--- src/hdl/microCpu_macros.svh ---
// Widths and microword field positions for the microcoded 8-bit CPU
// Shared by the package and every module of the core
`ifndef MICROCPU_MACROS_SVH
`define MICROCPU_MACROS_SVH

// Data path and instruction byte width
`define DATA_W 8

// Control store geometry
`define CS_DEPTH 256
`define UADDR_W ($clog2(`CS_DEPTH))
`define UWORD_W 24

// Low bit of each microword field, next-address nibbles at the bottom
`define NEXT_LOW_LSB 0
`define NEXT_HIGH_LSB 4
`define COUNT_BIT 8
`define BOP_LSB 9
`define ASRC_BIT 13
`define ALUFUNC_LSB 15
`define CIN_BIT 20
`define ALUDEST_LSB 21

// Field widths follow from the positions above
//   aSource 13, bSource 14, cin 20 are single bits
//   aluDest runs from 21 up to the top of the word

`endif

--- src/hdl/microCpuPkg.sv ---
// Shared types for the microcoded CPU
// Microword layout, operation encodings and status bundle
`default_nettype none

`include "microCpu_macros.svh"

package microCpuPkg;

        // ALU operations, cin feeds ADD and SUB
        typedef enum logic [`CIN_BIT-`ALUFUNC_LSB-1:0] {
                PASS_A,
                PASS_B,
                ADD,
                SUB,
                AND_OP,
                OR_OP,
                XOR_OP,
                NOT_A,
                ZERO
        } aluFuncE;

        // Where the ALU result lands
        typedef enum logic [`UWORD_W-`ALUDEST_LSB-1:0] {
                DEST_NONE,
                DEST_ACC,
                DEST_B,
                DEST_CNT,
                DEST_OUT
        } aluDestE;

        // Sequencer branch operations
        typedef enum logic [`ASRC_BIT-`BOP_LSB-1:0] {
                NEXT,
                JUMP,
                JNZCNT,
                JZ,
                END
        } bopE;

        // High nibble of the instruction byte
        typedef enum logic [`DATA_W/2-1:0] {
                LDI, ADDI, SUBI, ANDI, ORI, XORI,
                MOVB, ADDB, SUBB,
                NOTA, CLR, OUT, MULI,
                NOP0, NOP1, NOP2
        } opcodeE;

        typedef enum logic {IDLE, RUN} seqStateE;

        typedef struct packed {
                aluDestE                                     aluDest;
                logic                                        cin;
                aluFuncE                                     aluFunc;
                logic                                        bSource;
                logic                                        aSource;
                bopE                                         bop;
                logic                                        count;
                logic [`COUNT_BIT-`NEXT_HIGH_LSB-1:0]        nextHigh;
                logic [`NEXT_HIGH_LSB-`NEXT_LOW_LSB-1:0]     nextLow;
        } microWordT;

        // Flags the datapath hands back to the sequencer
        typedef struct packed {
                logic zero;
                logic cntZero;
        } dpStatusT;

endpackage

`default_nettype wire

--- src/hdl/controlStore.sv ---
// Microcode ROM of the CPU
// 256 words of 24 bits, read combinationally by microaddress
`timescale 1ns/1ps
`default_nettype none

`include "microCpu_macros.svh"

module controlStore (
        input  logic [`UADDR_W-1:0]     microaddress,
        output microCpuPkg::microWordT  microword
);
        import microCpuPkg::*;

        // Operand selects
        localparam logic ASelAcc = 1'b0;
        localparam logic BSelReg = 1'b0;
        localparam logic BSelImm = 1'b1;

        // MULI loop layout inside its 16-word slot
        localparam logic [`UADDR_W-1:0] MulHead = {MULI, 4'h2};
        localparam logic [`UADDR_W-1:0] MulAdd  = {MULI, 4'h4};

        function automatic microWordT uWord(input aluDestE dest,
                                            input aluFuncE func,
                                            input logic aSrc,
                                            input logic bSrc,
                                            input logic cin,
                                            input bopE bop,
                                            input logic count,
                                            input logic [`UADDR_W-1:0] next);
                microWordT w;
                w.aluDest = dest;
                w.cin     = cin;
                w.aluFunc = func;
                w.bSource = bSrc;
                w.aSource = aSrc;
                w.bop     = bop;
                w.count   = count;
                {w.nextHigh, w.nextLow} = next;
                return w;
        endfunction

        always_comb begin
                case (microaddress)
                        // Immediate forms, accumulator op zero-extended nibble
                        {LDI, 4'h0}:
                                microword = uWord(DEST_ACC, PASS_B, ASelAcc, BSelImm, 1'b0,
                                                  END, 1'b0, '0);
                        {ADDI, 4'h0}:
                                microword = uWord(DEST_ACC, ADD, ASelAcc, BSelImm, 1'b0,
                                                  END, 1'b0, '0);
                        {SUBI, 4'h0}:
                                microword = uWord(DEST_ACC, SUB, ASelAcc, BSelImm, 1'b1,
                                                  END, 1'b0, '0);
                        {ANDI, 4'h0}:
                                microword = uWord(DEST_ACC, AND_OP, ASelAcc, BSelImm, 1'b0,
                                                  END, 1'b0, '0);
                        {ORI, 4'h0}:
                                microword = uWord(DEST_ACC, OR_OP, ASelAcc, BSelImm, 1'b0,
                                                  END, 1'b0, '0);
                        {XORI, 4'h0}:
                                microword = uWord(DEST_ACC, XOR_OP, ASelAcc, BSelImm, 1'b0,
                                                  END, 1'b0, '0);

                        // Register forms against B
                        {MOVB, 4'h0}:
                                microword = uWord(DEST_B, PASS_A, ASelAcc, BSelReg, 1'b0,
                                                  END, 1'b0, '0);
                        {ADDB, 4'h0}:
                                microword = uWord(DEST_ACC, ADD, ASelAcc, BSelReg, 1'b0,
                                                  END, 1'b0, '0);
                        {SUBB, 4'h0}:
                                microword = uWord(DEST_ACC, SUB, ASelAcc, BSelReg, 1'b1,
                                                  END, 1'b0, '0);
                        {NOTA, 4'h0}:
                                microword = uWord(DEST_ACC, NOT_A, ASelAcc, BSelReg, 1'b0,
                                                  END, 1'b0, '0);
                        {CLR, 4'h0}:
                                microword = uWord(DEST_ACC, ZERO, ASelAcc, BSelReg, 1'b0,
                                                  END, 1'b0, '0);
                        {OUT, 4'h0}:
                                microword = uWord(DEST_OUT, PASS_A, ASelAcc, BSelReg, 1'b0,
                                                  END, 1'b0, '0);

                        // Multiply by repeated add: counter from imm, B keeps the multiplicand
                        {MULI, 4'h0}:
                                microword = uWord(DEST_CNT, PASS_B, ASelAcc, BSelImm, 1'b0,
                                                  NEXT, 1'b0, '0);
                        {MULI, 4'h1}:
                                microword = uWord(DEST_ACC, ZERO, ASelAcc, BSelReg, 1'b0,
                                                  NEXT, 1'b0, '0);
                        MulHead:
                                microword = uWord(DEST_NONE, PASS_A, ASelAcc, BSelReg, 1'b0,
                                                  JNZCNT, 1'b0, MulAdd);
                        {MULI, 4'h3}:
                                microword = uWord(DEST_NONE, PASS_A, ASelAcc, BSelReg, 1'b0,
                                                  END, 1'b0, '0);
                        MulAdd:
                                microword = uWord(DEST_ACC, ADD, ASelAcc, BSelReg, 1'b0,
                                                  JUMP, 1'b1, MulHead);

                        // NOP codes and unused words finish without a write
                        default:
                                microword = uWord(DEST_NONE, ZERO, ASelAcc, BSelReg, 1'b0,
                                                  END, 1'b0, '0);
                endcase
        end

endmodule

`default_nettype wire

--- src/hdl/microSequencer.sv ---
// Microprogram sequencer of the CPU
// Dispatches an instruction to opcode*16 and walks its microprogram by bop
`timescale 1ns/1ps
`default_nettype none

`include "microCpu_macros.svh"

module microSequencer (
        input  logic                    clk,
        input  logic                    rstN,
        input  logic                    instrStrobe,
        input  logic [`DATA_W-1:0]      instr,
        input  microCpuPkg::microWordT  microword,
        input  microCpuPkg::dpStatusT   status,
        output logic [`UADDR_W-1:0]     microaddress,
        output logic [`DATA_W/2-1:0]    imm,
        output logic                    busy,
        output logic                    done
);
        import microCpuPkg::*;

        seqStateE               state;
        opcodeE                 opcode;
        logic [`UADDR_W-1:0]    jumpAddr;
        logic [`UADDR_W-1:0]    incrAddr;
        logic [`UADDR_W-1:0]    nextAddr;
        logic                   endOfProgram;
        logic                   dispatch;

        assign opcode   = opcodeE'(instr[`DATA_W-1:`DATA_W/2]);
        assign jumpAddr = {microword.nextHigh, microword.nextLow};
        assign incrAddr = microaddress + `UADDR_W'(1);
        assign dispatch = (state == IDLE) && instrStrobe;
        assign busy     = (state == RUN);

        // Branch resolution for the word now executing
        always_comb begin
                nextAddr     = incrAddr;
                endOfProgram = 1'b0;
                case (microword.bop)
                        NEXT:
                                nextAddr = incrAddr;
                        JUMP:
                                nextAddr = jumpAddr;
                        JNZCNT:
                                if (!status.cntZero)
                                        nextAddr = jumpAddr;
                        JZ:
                                if (status.zero)
                                        nextAddr = jumpAddr;
                        default:
                                endOfProgram = 1'b1;    // END and undefined codes
                endcase
        end

        always_ff @(posedge clk or negedge rstN) begin
                if (!rstN) begin
                        state        <= IDLE;
                        microaddress <= '0;
                        done         <= 1'b0;
                end else begin
                        done <= 1'b0;
                        case (state)
                                IDLE: begin
                                        // Strobes during RUN never reach here
                                        if (instrStrobe) begin
                                                state        <= RUN;
                                                microaddress <= {opcode, 4'h0};
                                        end
                                end
                                RUN: begin
                                        if (endOfProgram) begin
                                                state <= IDLE;
                                                done  <= 1'b1;
                                        end else begin
                                                microaddress <= nextAddr;
                                        end
                                end
                        endcase
                end
        end

        // Immediate nibble held for the whole microprogram
        always_ff @(posedge clk) begin
                if (dispatch)
                        imm <= instr[`DATA_W/2-1:0];
        end

endmodule

`default_nettype wire

--- src/hdl/aluDatapath.sv ---
// Datapath of the CPU
// Accumulator, B register, loop counter, ALU and output register
`timescale 1ns/1ps
`default_nettype none

`include "microCpu_macros.svh"

module aluDatapath (
        input  logic                    clk,
        input  logic                    rstN,
        input  logic                    run,
        input  microCpuPkg::microWordT  microword,
        input  logic [`DATA_W/2-1:0]    imm,
        output microCpuPkg::dpStatusT   status,
        output logic                    outValid,
        output logic [`DATA_W-1:0]      outData
);
        import microCpuPkg::*;

        logic [`DATA_W-1:0] acc;
        logic [`DATA_W-1:0] bReg;
        logic [`DATA_W-1:0] cnt;
        logic [`DATA_W-1:0] immExt;
        logic [`DATA_W-1:0] cinExt;
        logic [`DATA_W-1:0] aOp;
        logic [`DATA_W-1:0] bOp;
        logic [`DATA_W-1:0] aluResult;
        logic               zeroReg;

        assign immExt = {{(`DATA_W-`DATA_W/2){1'b0}}, imm};
        assign cinExt = {{(`DATA_W-1){1'b0}}, microword.cin};

        assign aOp = microword.aSource ? bReg : acc;
        assign bOp = microword.bSource ? immExt : bReg;

        always_comb begin
                case (microword.aluFunc)
                        PASS_A: aluResult = aOp;
                        PASS_B: aluResult = bOp;
                        ADD:    aluResult = aOp + bOp + cinExt;
                        // a + ~b + 1 gives a - b
                        SUB:    aluResult = aOp + ~bOp + cinExt;
                        AND_OP: aluResult = aOp & bOp;
                        OR_OP:  aluResult = aOp | bOp;
                        XOR_OP: aluResult = aOp ^ bOp;
                        NOT_A:  aluResult = ~aOp;
                        default: aluResult = '0;
                endcase
        end

        always_ff @(posedge clk or negedge rstN) begin
                if (!rstN) begin
                        acc      <= '0;
                        bReg     <= '0;
                        cnt      <= '0;
                        zeroReg  <= 1'b1;
                        outValid <= 1'b0;
                end else begin
                        outValid <= 1'b0;
                        if (run) begin
                                if (microword.count)
                                        cnt <= cnt - `DATA_W'(1);
                                case (microword.aluDest)
                                        DEST_ACC: begin
                                                acc     <= aluResult;
                                                zeroReg <= (aluResult == '0);
                                        end
                                        DEST_B:
                                                bReg <= aluResult;
                                        DEST_CNT: begin
                                                // Loop setup also copies the A operand into B
                                                cnt  <= aluResult;
                                                bReg <= aOp;
                                        end
                                        DEST_OUT:
                                                outValid <= 1'b1;
                                        default: ;
                                endcase
                        end
                end
        end

        always_ff @(posedge clk) begin
                if (run && microword.aluDest == DEST_OUT)
                        outData <= aluResult;
        end

        assign status.zero    = zeroReg;
        assign status.cntZero = (cnt == '0);

endmodule

`default_nettype wire

--- src/hdl/microCpu.sv ---
// Top level of the microcoded 8-bit CPU
// Sequencer and datapath run side by side on each control-store word
`timescale 1ns/1ps
`default_nettype none

`include "microCpu_macros.svh"

module microCpu (
        input  logic                clk,
        input  logic                rstN,
        input  logic                instrStrobe,
        input  logic [`DATA_W-1:0]  instr,
        output logic                busy,
        output logic                done,
        output logic                outValid,
        output logic [`DATA_W-1:0]  outData,
        output logic                zeroFlag
);
        import microCpuPkg::*;

        logic [`UADDR_W-1:0]    microaddress;
        logic [`DATA_W/2-1:0]   imm;
        microWordT              microword;
        dpStatusT               status;

        microSequencer i_sequencer (
                .clk          (clk),
                .rstN         (rstN),
                .instrStrobe  (instrStrobe),
                .instr        (instr),
                .microword    (microword),
                .status       (status),
                .microaddress (microaddress),
                .imm          (imm),
                .busy         (busy),
                .done         (done)
        );

        controlStore i_controlStore (
                .microaddress (microaddress),
                .microword    (microword)
        );

        // Datapath only acts on words while a microprogram runs
        aluDatapath i_datapath (
                .clk       (clk),
                .rstN      (rstN),
                .run       (busy),
                .microword (microword),
                .imm       (imm),
                .status    (status),
                .outValid  (outValid),
                .outData   (outData)
        );

        assign zeroFlag = status.zero;

endmodule

`default_nettype wire

--- config.mk ---
export PLATFORM = sky130hd
export DESIGN_NAME = microCpu
export DESIGN_NICKNAME = d
export VERILOG_FILES = /design/src/hdl/microCpuPkg.sv /design/src/hdl/controlStore.sv /design/src/hdl/microSequencer.sv /design/src/hdl/aluDatapath.sv /design/src/hdl/microCpu.sv
export VERILOG_INCLUDE_DIRS = /design/src /design/src/hdl
export SDC_FILE = /design/constraint.sdc
export NUM_CORES = 1
export LEC_CHECK = 0
export BUFFER_PORTS_ARGS = -buffer_cell sky130_fd_sc_hd__buf_4
export CORE_ASPECT_RATIO = 1.5
export CORE_MARGIN = 10
export CORE_UTILIZATION = 69
export CTS_BUF_LIST = sky130_fd_sc_hd__clkbuf_4
export DETAILED_ROUTE_END_ITERATION = 6
export MAX_ROUTING_LAYER = met4
export PLACE_DENSITY_LB_ADDON = 0.25
export SLEW_MARGIN = 20
export SYNTH_ARGS = -nofsm -noshare
export SYNTH_HDL_FRONTEND = slang
export SYNTH_HIERARCHICAL = 1
export SYNTH_SLANG_ARGS = --single-unit
export TNS_END_PERCENT = 50
--- constraint.sdc ---
create_clock -name clk -period 6.2 [get_ports clk]
set_clock_uncertainty 0.05 [all_clocks]
set_input_delay 0 -clock clk [delete_from_list [all_inputs] [get_ports clk]]
set_output_delay 0 -clock clk [all_outputs]
set_load 0.05 [all_outputs]
# Word level (Yosys, flattened, before mapping)
# Cells that the tools add are included.
# totals
register_bits	48
input_bits	11
output_inout_bits	12
elab_cells	88
# op_classes
n_addsub	6
n_eq_ne	32
mux	20
n_bitwise	6
n_reduce_logical	14
# ops
op	count
$pmux 24 s17	1
$eq 8x8->1 const B	9
$mux 8	8
$pmux 8 s8	1
$eq 8x7->1 const B	4
$pmux 8 s2	2
$logic_not 8->1	3
$pmux 8 s3	1
$eq 5x3->1 const B	4
$add 8x1->8	2
$add 8x8->8	2
$eq 8x6->1 const B	2
$not 8->8	2
$eq 5x2->1 const B	2
$add 8x1->8 const B	1
$and 8x8->8	1
$eq 4x2->1 const B	2
$eq 8x5->1 const B	1
$or 8x8->8	1
$reduce_and 2->1	4
$sub 8x1->8 const B	1
$xor 8x8->8	1
$eq 3x2->1 const B	2
$mux 1	6
12 further kinds	15

# Longest topological paths before layout
# Gate-level depths: netlist of the first run.
# depth
word_depth	8
ltp_mapped	15
depth_no_buf	14

# Cells and area by module
# Netlist of the first run, hierarchy kept.
# by_module_without_submodules
mod	instances	cells_per_inst	area_each_um2	seq_area_each_um2
aluDatapath	1	333	2964.1	892.1
microSequencer	1	80	817.0	370.4
controlStore	1	64	384.1	0.0

# Worst setup path after synthesis of the first run
# No wires, ideal clock.
# synth_timing
path_type	register -> register
from	register i_sequencer.microaddress[1]
to	register i_datapath.zeroReg
setup_time_ns	0.097
arrival_ns	4.117
t_required_ns	6.053
setup_slack_ns	1.935
path_stages_with_launch	15
n_path_buf	2
synth_period_minus_slack_ns	4.265
cell_sequence	dfrtp_1 -> or4_1 -> buf_2 -> a221oi_1 -> clkbuf_1 -> mux2_2 -> fa_1 -> inv_1 -> fa_1 -> nor3b_1 -> nor3_1 -> a221o_1 -> a2111oi_4 -> nand4_1 -> o41ai_2
# synth_rtl
item	line_no	source
start: declaration	microSequencer.sv:15	output logic [`UADDR_W-1:0] microaddress,
start signal: assignment	microSequencer.sv:68	microaddress <= {opcode, 4'h0};
start signal: assignment	microSequencer.sv:76	microaddress <= nextAddr;
end signal: assignment	aluDatapath.sv:66	zeroReg <= (aluResult == '0);
end: declaration	aluDatapath.sv:28	logic zeroReg;

==> results of run 1 <==
how the worst max path moves through the flow:
stage          slack [ps]                        endpoint  cells past startpoint
3_3_place_gp         1750  i_datapath/zeroReg$_DFFE_PN1P_                     13
5_1_grt              1390  i_datapath/zeroReg$_DFFE_PN1P_                     13
3_5_place_dp         1620  i_datapath/zeroReg$_DFFE_PN1P_                     13
4_1_cts              1610  i_datapath/zeroReg$_DFFE_PN1P_                     13
6_report             1620  i_datapath/zeroReg$_DFFE_PN1P_                     13
2_1_floorplan        1940  i_datapath/zeroReg$_DFFE_PN1P_                     14
cells in the mapped netlist (4+ instances only):
master,count
nand2b_1,12
buf_4,13
a22oi_1,4
nor2b_1,10
dfrtp_1,35
mux2i_1,12
mux2_2,4
or3_1,4
nand2_1,30
clkbuf_1,16
ha_1,28
buf_6,4
a22o_1,8
edfxtp_1,12
a31oi_1,6
and2_1,6
nand3_1,13
o21ai_1,9
fa_1,4
a21o_1,8
o211ai_1,7
nor3_1,14
a21oi_1,34
o21ai_0,14
inv_1,42
a221oi_1,8
o22ai_1,8
nor2_1,33
layer usage:
| metal | vias up | share of wire [%] | GRT usage, % |
|---|---|---|---|
| met3 | 34 | 4.4 | 2.48 |
| met2 | 146 | 55 | 40.1 |
| li1 | 1739 | - | - |
| met1 | 1783 | 38 | 21.7 |
| met5 | - | 0 | - |
| met4 | 0 | 2.4 | 8.73 |
flip-flops by register name, summed over array words and instances (netlist names):
name and count:
i_sequencer/imm 4, i_datapath/outValid 1, i_datapath/bReg 8, i_datapath/zeroReg 1, i_sequencer/microaddress 8, i_sequencer/busy 1
i_datapath/acc 8, i_sequencer/done 1, i_datapath/outData 8, i_datapath/cnt 8
cell usage in the layout (no fill, tap or decap), drive strengths merged, types with 11 or more instances in the layout:
| master | n |
|---|---|
| dlygate4sd3 | 11 |
| edfxtp | 12 |
| ha | 28 |
| nand2b | 13 |
| buf | 24 |
| nor3 | 15 |
| inv | 43 |
| mux2i | 12 |
| o21ai | 24 |
| nor2 | 34 |
| dfrtp | 35 |
| nand3 | 13 |
| a21oi | 35 |
| nand2 | 30 |
logic make-up after synthesis:
family / after synthesis / share of synthesized area [%]
multiplexers: 19 / 4.87
flip-flops: 48 / 30.3
buffers and inverters: 79 / 9.10
XOR/XNOR: 4 / 0.841
other: 1 / 0.0900
adder cells (fa/ha/maj): 33 / 10.6
AND/OR/NAND/NOR: 145 / 18.3
AO/OA/AOI/OAI: 148 / 25.9
where the power goes:
| part | internal [W] | total, W | switching, W |
|---|---|---|---|
| combinational | 0.000476 | 0.00124 | 0.000767 |
| clock | 0.000130 | 0.000230 | 0.0000993 |
| sequential | 0.000423 | 0.000501 | 0.0000778 |
worst register-to-register path: cells and delay by family, from the launching register on:
family,cells,cell delay [ps]
flip-flops,1,490
adder cells (fa/ha/maj),2,620
buffers and inverters,2,300
multiplexers,1,390
AO/OA/AOI/OAI,4,1440
AND/OR/NAND/NOR,4,1210
metrics by stage:
stage	utilization (%)	cells	cell area [µm²]
global placement	73.0	543	4250
global route	76.8	562	4480
detailed placement	73.0	543	4250
floorplan	-	483	4190
finish	76.8	562	4480
CTS	76.7	562	4470
area by class of cell:
class                   count  area [µm²]  share of cell area, %
multi-input cells         356        2570                   57.4
inverters                  43         161                   3.61
clock inverters             2        60.1                   1.34
clock buffers               6        45.0                   1.01
repair buffers             35         290                   6.48
well taps                  72        90.1                   2.01
flip-flops and latches     48        1260                   28.2
==> flow_metrics.env, run 1 <==
export IMPL_finalHoldViolations=0
export IMPL_critPathArrivalTime_ps=4800
export IMPL_worst_pin_slew_ps=957
export IMPL_async_flop_share_pct=75.0
export IMPL_synth_area_leader_cell="dfrtp_1"
export IMPL_layout_nets=532
export IMPL_worstPathCellList="or4_1 > a221oi_1 > buf_4 > mux2_2 > fa_1 > inv_1 > fa_1 > nor3b_1 > nor3_1 > a221o_1 > a2111oi_4 > nand4_1 > o41ai_2"
export IMPL_firstDrtPassIters=5
export IMPL_min_period_ps=4580
export IMPL_finalSetupViolCount=0
export IMPL_cts_tree="built"
export IMPL_r2r_end="i_datapath/zeroReg$_DFFE_PN1P_"
export IMPL_cts_htree_levels=2
export IMPL_drt_iter0_drc=253
export IMPL_start_util_pct=71.5
export IMPL_ff2ff_setup_slack_ps=1620
export IMPL_grt_pass1_vias=3650
export IMPL_hold_ws_ps=92.2
export IMPL_die_w_um=83.4
export IMPL_grt_setup_unrepaired="false"
export IMPL_vias=3702
export IMPL_worstRegToRegCells=13
export IMPL_synth_area_leaders="dfrtp_1 (21%), edfxtp_1 (8.7%), ha_1 (8.4%), a21oi_1 (4.1%), inv_1 (3.8%)"
export IMPL_grt_use_total_pct=21.2
export IMPL_postCtsSetupRepairBufs=0
export IMPL_cp_max_fo=9
export IMPL_synth_area_mm2=0.00417
export IMPL_max_slew_margin_pct=36.1
export IMPL_grt_pass1_wl_um=16900
export IMPL_wl_um=10300
export IMPL_cp_common_cell="fa_1"
export IMPL_power_w=0.00197
export IMPL_syn_inst=477
export IMPL_path_buf_inv=2
export IMPL_cp_startpoint="i_sequencer/microaddress[1]$_DFFE_PN0P_"
export IMPL_crit_required_ps=6420
export IMPL_insertion_delay_ps=360
export IMPL_ys_ff_latch=48
export IMPL_areaGrowthSynthToFinish_pct=7.48
export IMPL_max_freq_ghz=0.218
export IMPL_rows=34
export IMPL_port_buffers=22
export IMPL_seq_area_frac_synth_pct=30.3
export IMPL_tns_ps=0
export IMPL_p_leak_nw=2.02
export IMPL_ys_warn_count=6
export IMPL_clkSinkCount=48
export IMPL_synth_cell_types=74
export IMPL_synth_edf_count=12
export IMPL_core_area_mm2=0.00583
export IMPL_fillers=400
export IMPL_grt_max_degree=37
export IMPL_yosys_most_used_dff="dfrtp_1"
export IMPL_cts_buffers=5
export IMPL_grt_antenna_before_repair=0
export IMPL_drive_above_1_share_pct=11.8
export IMPL_start_kind="flop"
export IMPL_ctsResizeCount=0
export IMPL_min_path_type="in2async"
export IMPL_ant_nets=0
export IMPL_cpPeakStageDelay_ps=660
export IMPL_cp_top_family="compound AO/OA/AOI/OAI gates"
export IMPL_drc=0
export IMPL_drv_slew=0
export IMPL_syn_avg_cell_area_um2=8.73
export IMPL_cts_hold_repair_buffers=11
export IMPL_place_gp_congestion=0.934
export IMPL_via_per_inst=6.59
export IMPL_overflow=0
export IMPL_drv_cap=0
export IMPL_antenna_cells=0
export IMPL_dp_slack_ps=1620
export IMPL_die_height_um=115
export IMPL_synth_top_area_share_pct=21.0
export IMPL_cts_root_buf="clkbuf_4"
export IMPL_critPathSlowestCell="or4_1"
export IMPL_setup_ws_ps=1620
export IMPL_critical_path_class="reg2reg"
export IMPL_power_density_mw_per_mm2=441
export IMPL_final_period_utilization_pct=73.9
export IMPL_vdd_ir_drop_worst_mv=0.246
export IMPL_end_kind="flop"
export IMPL_cts_max_path_buffers=2
export IMPL_r2r_start="i_sequencer/microaddress[1]$_DFFE_PN0P_"
export IMPL_path_clk_slew_ps=140
export IMPL_dp_hpwl_um=7730
export IMPL_status="finished clean"
export IMPL_die_area_mm2=0.00961
export IMPL_pin_count=23
export IMPL_routedWlPerCell_um=18.3
Note: power is estimated with default switching activity, not from simulation.
==> run 2: changes to the inputs <==
--- a/config.mk
+++ b/config.mk
@@ -6,10 +6,11 @@
 export SDC_FILE = /design/constraint.sdc
 export NUM_CORES = 1
 export LEC_CHECK = 0
+export ABC_AREA = 1
 export BUFFER_PORTS_ARGS = -buffer_cell sky130_fd_sc_hd__buf_4
 export CORE_ASPECT_RATIO = 1.5
 export CORE_MARGIN = 10
-export CORE_UTILIZATION = 69
+export CORE_UTILIZATION = 65
 export CTS_BUF_LIST = sky130_fd_sc_hd__clkbuf_4
 export DETAILED_ROUTE_END_ITERATION = 6
 export MAX_ROUTING_LAYER = met4
==> constraint.sdc (replaced) <==
create_clock -name clk -period 4.4 [get_ports clk]
set_clock_uncertainty 0.05 [all_clocks]
set_input_delay 0 -clock clk [delete_from_list [all_inputs] [get_ports clk]]
set_output_delay 0 -clock clk [all_outputs]
set_load 0.05 [all_outputs]
==> run 2 against run 1 <==
Compared with the run above: sequential share of layout area fell by 3.0 points; highest routed layer unchanged; critical path type unchanged; power rose by 34%; via count rose by 24%; maximum frequency rose by 14%; area after synthesis rose by 12%.
==> flow_metrics.env, run 2 <==
export IMPL_ctsResizeCount=0
export IMPL_power_internal_w=0.00127
export IMPL_dp_cells=805
export IMPL_fin_area_mm2=0.00501
export IMPL_dp_slack_ps=465
export IMPL_clkSinkCount=48
export IMPL_vias=4584
export IMPL_die_height_um=124
export IMPL_cp_top_family="simple AND/OR/NAND/NOR gates"
export IMPL_worst_pin_slew_ps=985
export IMPL_status="finished clean"
export IMPL_syn_inst=718
export IMPL_grt_pass1_vias=4496
export IMPL_syn_avg_cell_area_um2=6.48
export IMPL_critPathArrivalTime_ps=4300
export IMPL_worstPathCellList="inv_1 > nand2_2 > nor2_1 > nand2_1 > nand2_1 > nor2_1 > nand2_1 > o21ai_0 > inv_1 > fa_1 > fa_1 > inv_1 > nand2_1 > nand2_1 > nand3_1 > nand2_1 > nand2_1 > nand3_1 > nand3_2 > nor2_1 > nand3_1 > nand2_1"
export IMPL_port_buffers=22
export IMPL_max_slew_margin_pct=33.8
export IMPL_firstDrtPassIters=5
export IMPL_start_util_pct=67.4
export IMPL_seq_area_frac_synth_pct=27.2
export IMPL_post_dp_cell_area_mm2=0.00481
export IMPL_cts_tree="built"
export IMPL_cts_htree_levels=2
export IMPL_die_area_mm2=0.0110
export IMPL_grt_pass1_wl_um=20400
export IMPL_p_leak_nw=2.58
export IMPL_ys_warn_count=6
export IMPL_synth_commonest_cells="nand2_1 (210), inv_1 (109), nor2_1 (91)"
export IMPL_finalSetupViolCount=0
export IMPL_ant_nets=0
export IMPL_cts_hold_repair_buffers=10
export IMPL_core_area_mm2=0.00690
export IMPL_synth_edf_count=12
export IMPL_fin_cells=823
export IMPL_synth_top_area_share_pct=18.8
export IMPL_rows=37
export IMPL_cpPeakStageDelay_ps=600
export IMPL_finalHoldViolations=0
export IMPL_overflow=0
export IMPL_cts_root_buf="clkbuf_4"
export IMPL_async_flop_share_pct=75.0
export IMPL_tns_ps=0
export IMPL_fillers=585
export IMPL_crit_required_ps=4690
export IMPL_power_frac_comb_pct=62.4
export IMPL_final_cell_mix="nand2_1 (210), inv_1 (109), nor2_1 (91)"
export IMPL_die_w_um=89.1
export IMPL_drive_above_1_share_pct=11.8
export IMPL_path_clk_slew_ps=140
export IMPL_end_kind="flop"
export IMPL_grt_use_total_pct=24.0
export IMPL_postCtsSetupRepairBufs=0
export IMPL_via_per_inst=5.57
export IMPL_final_period_utilization_pct=91.2
export IMPL_synth_area_leaders="dfrtp_1 (19%), nand2_1 (17%), inv_1 (8.8%), edfxtp_1 (7.8%), ha_1 (7.5%)"
export IMPL_start_kind="flop"
export IMPL_layout_nets=787
export IMPL_grt_setup_unrepaired="false"
export IMPL_power_switching_w=0.00136
export IMPL_critical_path_class="reg2reg"
export IMPL_place_gp_congestion=0.962
export IMPL_cts_max_path_buffers=2
export IMPL_dp_hpwl_um=9750
export IMPL_grt_max_degree=37
export IMPL_synth_area_mm2=0.00465
export IMPL_pin_count=23
export IMPL_wl_um=12300
export IMPL_layout_commonest_cell="nand2_1"
export IMPL_drt_iter0_drc=325
export IMPL_routedWlPerCell_um=15.0
export IMPL_vdd_ir_drop_worst_mv=0.409
export IMPL_synth_cell_types=39
export IMPL_power_frac_seq_pct=25.2
export IMPL_critPathSlowestCell="dfrtp_1"
export IMPL_areaGrowthSynthToFinish_pct=7.80
export IMPL_cp_common_cell="nand2_1"
export IMPL_path_buf_inv=3
export IMPL_yosys_most_used_dff="dfrtp_1"
export IMPL_synth_area_leader_cell="dfrtp_1"
export IMPL_swShare_pct=51.8
export IMPL_cts_buffers=5
export IMPL_clock_power_share_pct=12.4
export IMPL_min_period_ps=4010
export IMPL_drv_cap=0
export IMPL_yosys_cell_count_top_type="nand2_1"
export IMPL_drv_slew=0
export IMPL_grt_antenna_before_repair=0
export IMPL_cp_max_fo=12
export IMPL_max_freq_ghz=0.249
export IMPL_drc=0
export IMPL_insertion_delay_ps=380
export IMPL_antenna_cells=0
export IMPL_min_path_type="in2async"
export IMPL_ys_ff_latch=48
export IMPL_setup_ws_ps=387
export IMPL_power_density_mw_per_mm2=526
## run 2: changes by cell type in the layout (fill, tap and decap cells not counted), moves of 13 or more
cell	change
nand3_1	+39
nand2_1	+180
nor2_1	+58
o21ai_0	+18
a21oi_1	-15
nand4_1	+13
inv_1	+67
## run 2: worst paths after layout
| check | cells past startpoint | slack [ps] | to | from |
|---|---|---|---|---|
| max in group asynchronous | 2 | 3900 | i_datapath/zeroReg$_DFFE_PN1P_ | rstN |
| min in group clk | 2 | 280 | i_sequencer/imm[2]$_DFFE_PP_ | instr[2] |
| hold reg to reg | 2 | 450 | i_datapath/zeroReg$_DFFE_PN1P_ | i_datapath/zeroReg$_DFFE_PN1P_ |
| setup / recovery | 22 | 390 | i_datapath/zeroReg$_DFFE_PN1P_ | i_sequencer/microaddress[4]$_DFFE_PN0P_ |
| setup reg to reg | 22 | 390 | i_datapath/zeroReg$_DFFE_PN1P_ | i_sequencer/microaddress[4]$_DFFE_PN0P_ |
| hold / removal | 2 | 40 | i_datapath/cnt[5]$_DFFE_PN0P_ | rstN |
## run 2: power groups by stage
stage | registers [W] | clock network (W) | logic [W]
final | 0.000664 | 0.000328 | 0.00164
after global routing | 0.000675 | 0.000355 | 0.00185
after CTS | 0.000661 | 0.000335 | 0.00162
after detailed placement | 0.000670 | 0 | 0.00160
after global placement | 0.000662 | 0 | 0.00154
after floorplan | 0.000654 | 0 | 0.00123
## run 2: through the flow
| step | utilization, % | hold WS [ps] | total power [W] |
|---|---|---|---|
| global placement | 69.7 | -61.7 | 0.00221 |
| detailed placement | 69.7 | -61.3 | 0.00227 |
| global route | 72.7 | 46.7 | 0.00288 |
| finish | 72.7 | 40.4 | 0.00264 |
| CTS | 72.7 | 44.5 | 0.00261 |
| floorplan | - | -346 | 0.00188 |
## run 2: cell families (layout without fill, tap and decap cells)
family,after synthesis,after routing,share of synthesized area [%]
AND/OR/NAND/NOR,416,416,40.5
flip-flops,48,48,27.2
XOR/XNOR,7,7,1.32
buffers and inverters,141,162,12.9
adder cells (fa/ha/maj),32,32,9.26
other,1,7,0.0807
AO/OA/AOI/OAI,73,73,8.72
## run 2: area by class of cell
class                   count  area, µm²  area share, %
multi-input cells         535       2810           56.0
flip-flops and latches     48       1260           25.2
clock inverters             3       68.8           1.37
inverters                 118        443           8.84
well taps                  78       97.6           1.95
clock buffers               5       37.5          0.749
repair buffers             36        295           5.89
## run 2: metal layers
metal  global-route usage, %  vias to the layer above  routed length (µm)
li1                        -                     2274                   -
met2                    43.8                      150                6790
met1                    23.6                     2111                4460
met4                    14.2                        0                 595
met3                    2.75                       49                 470
met5                       -                        -                   0
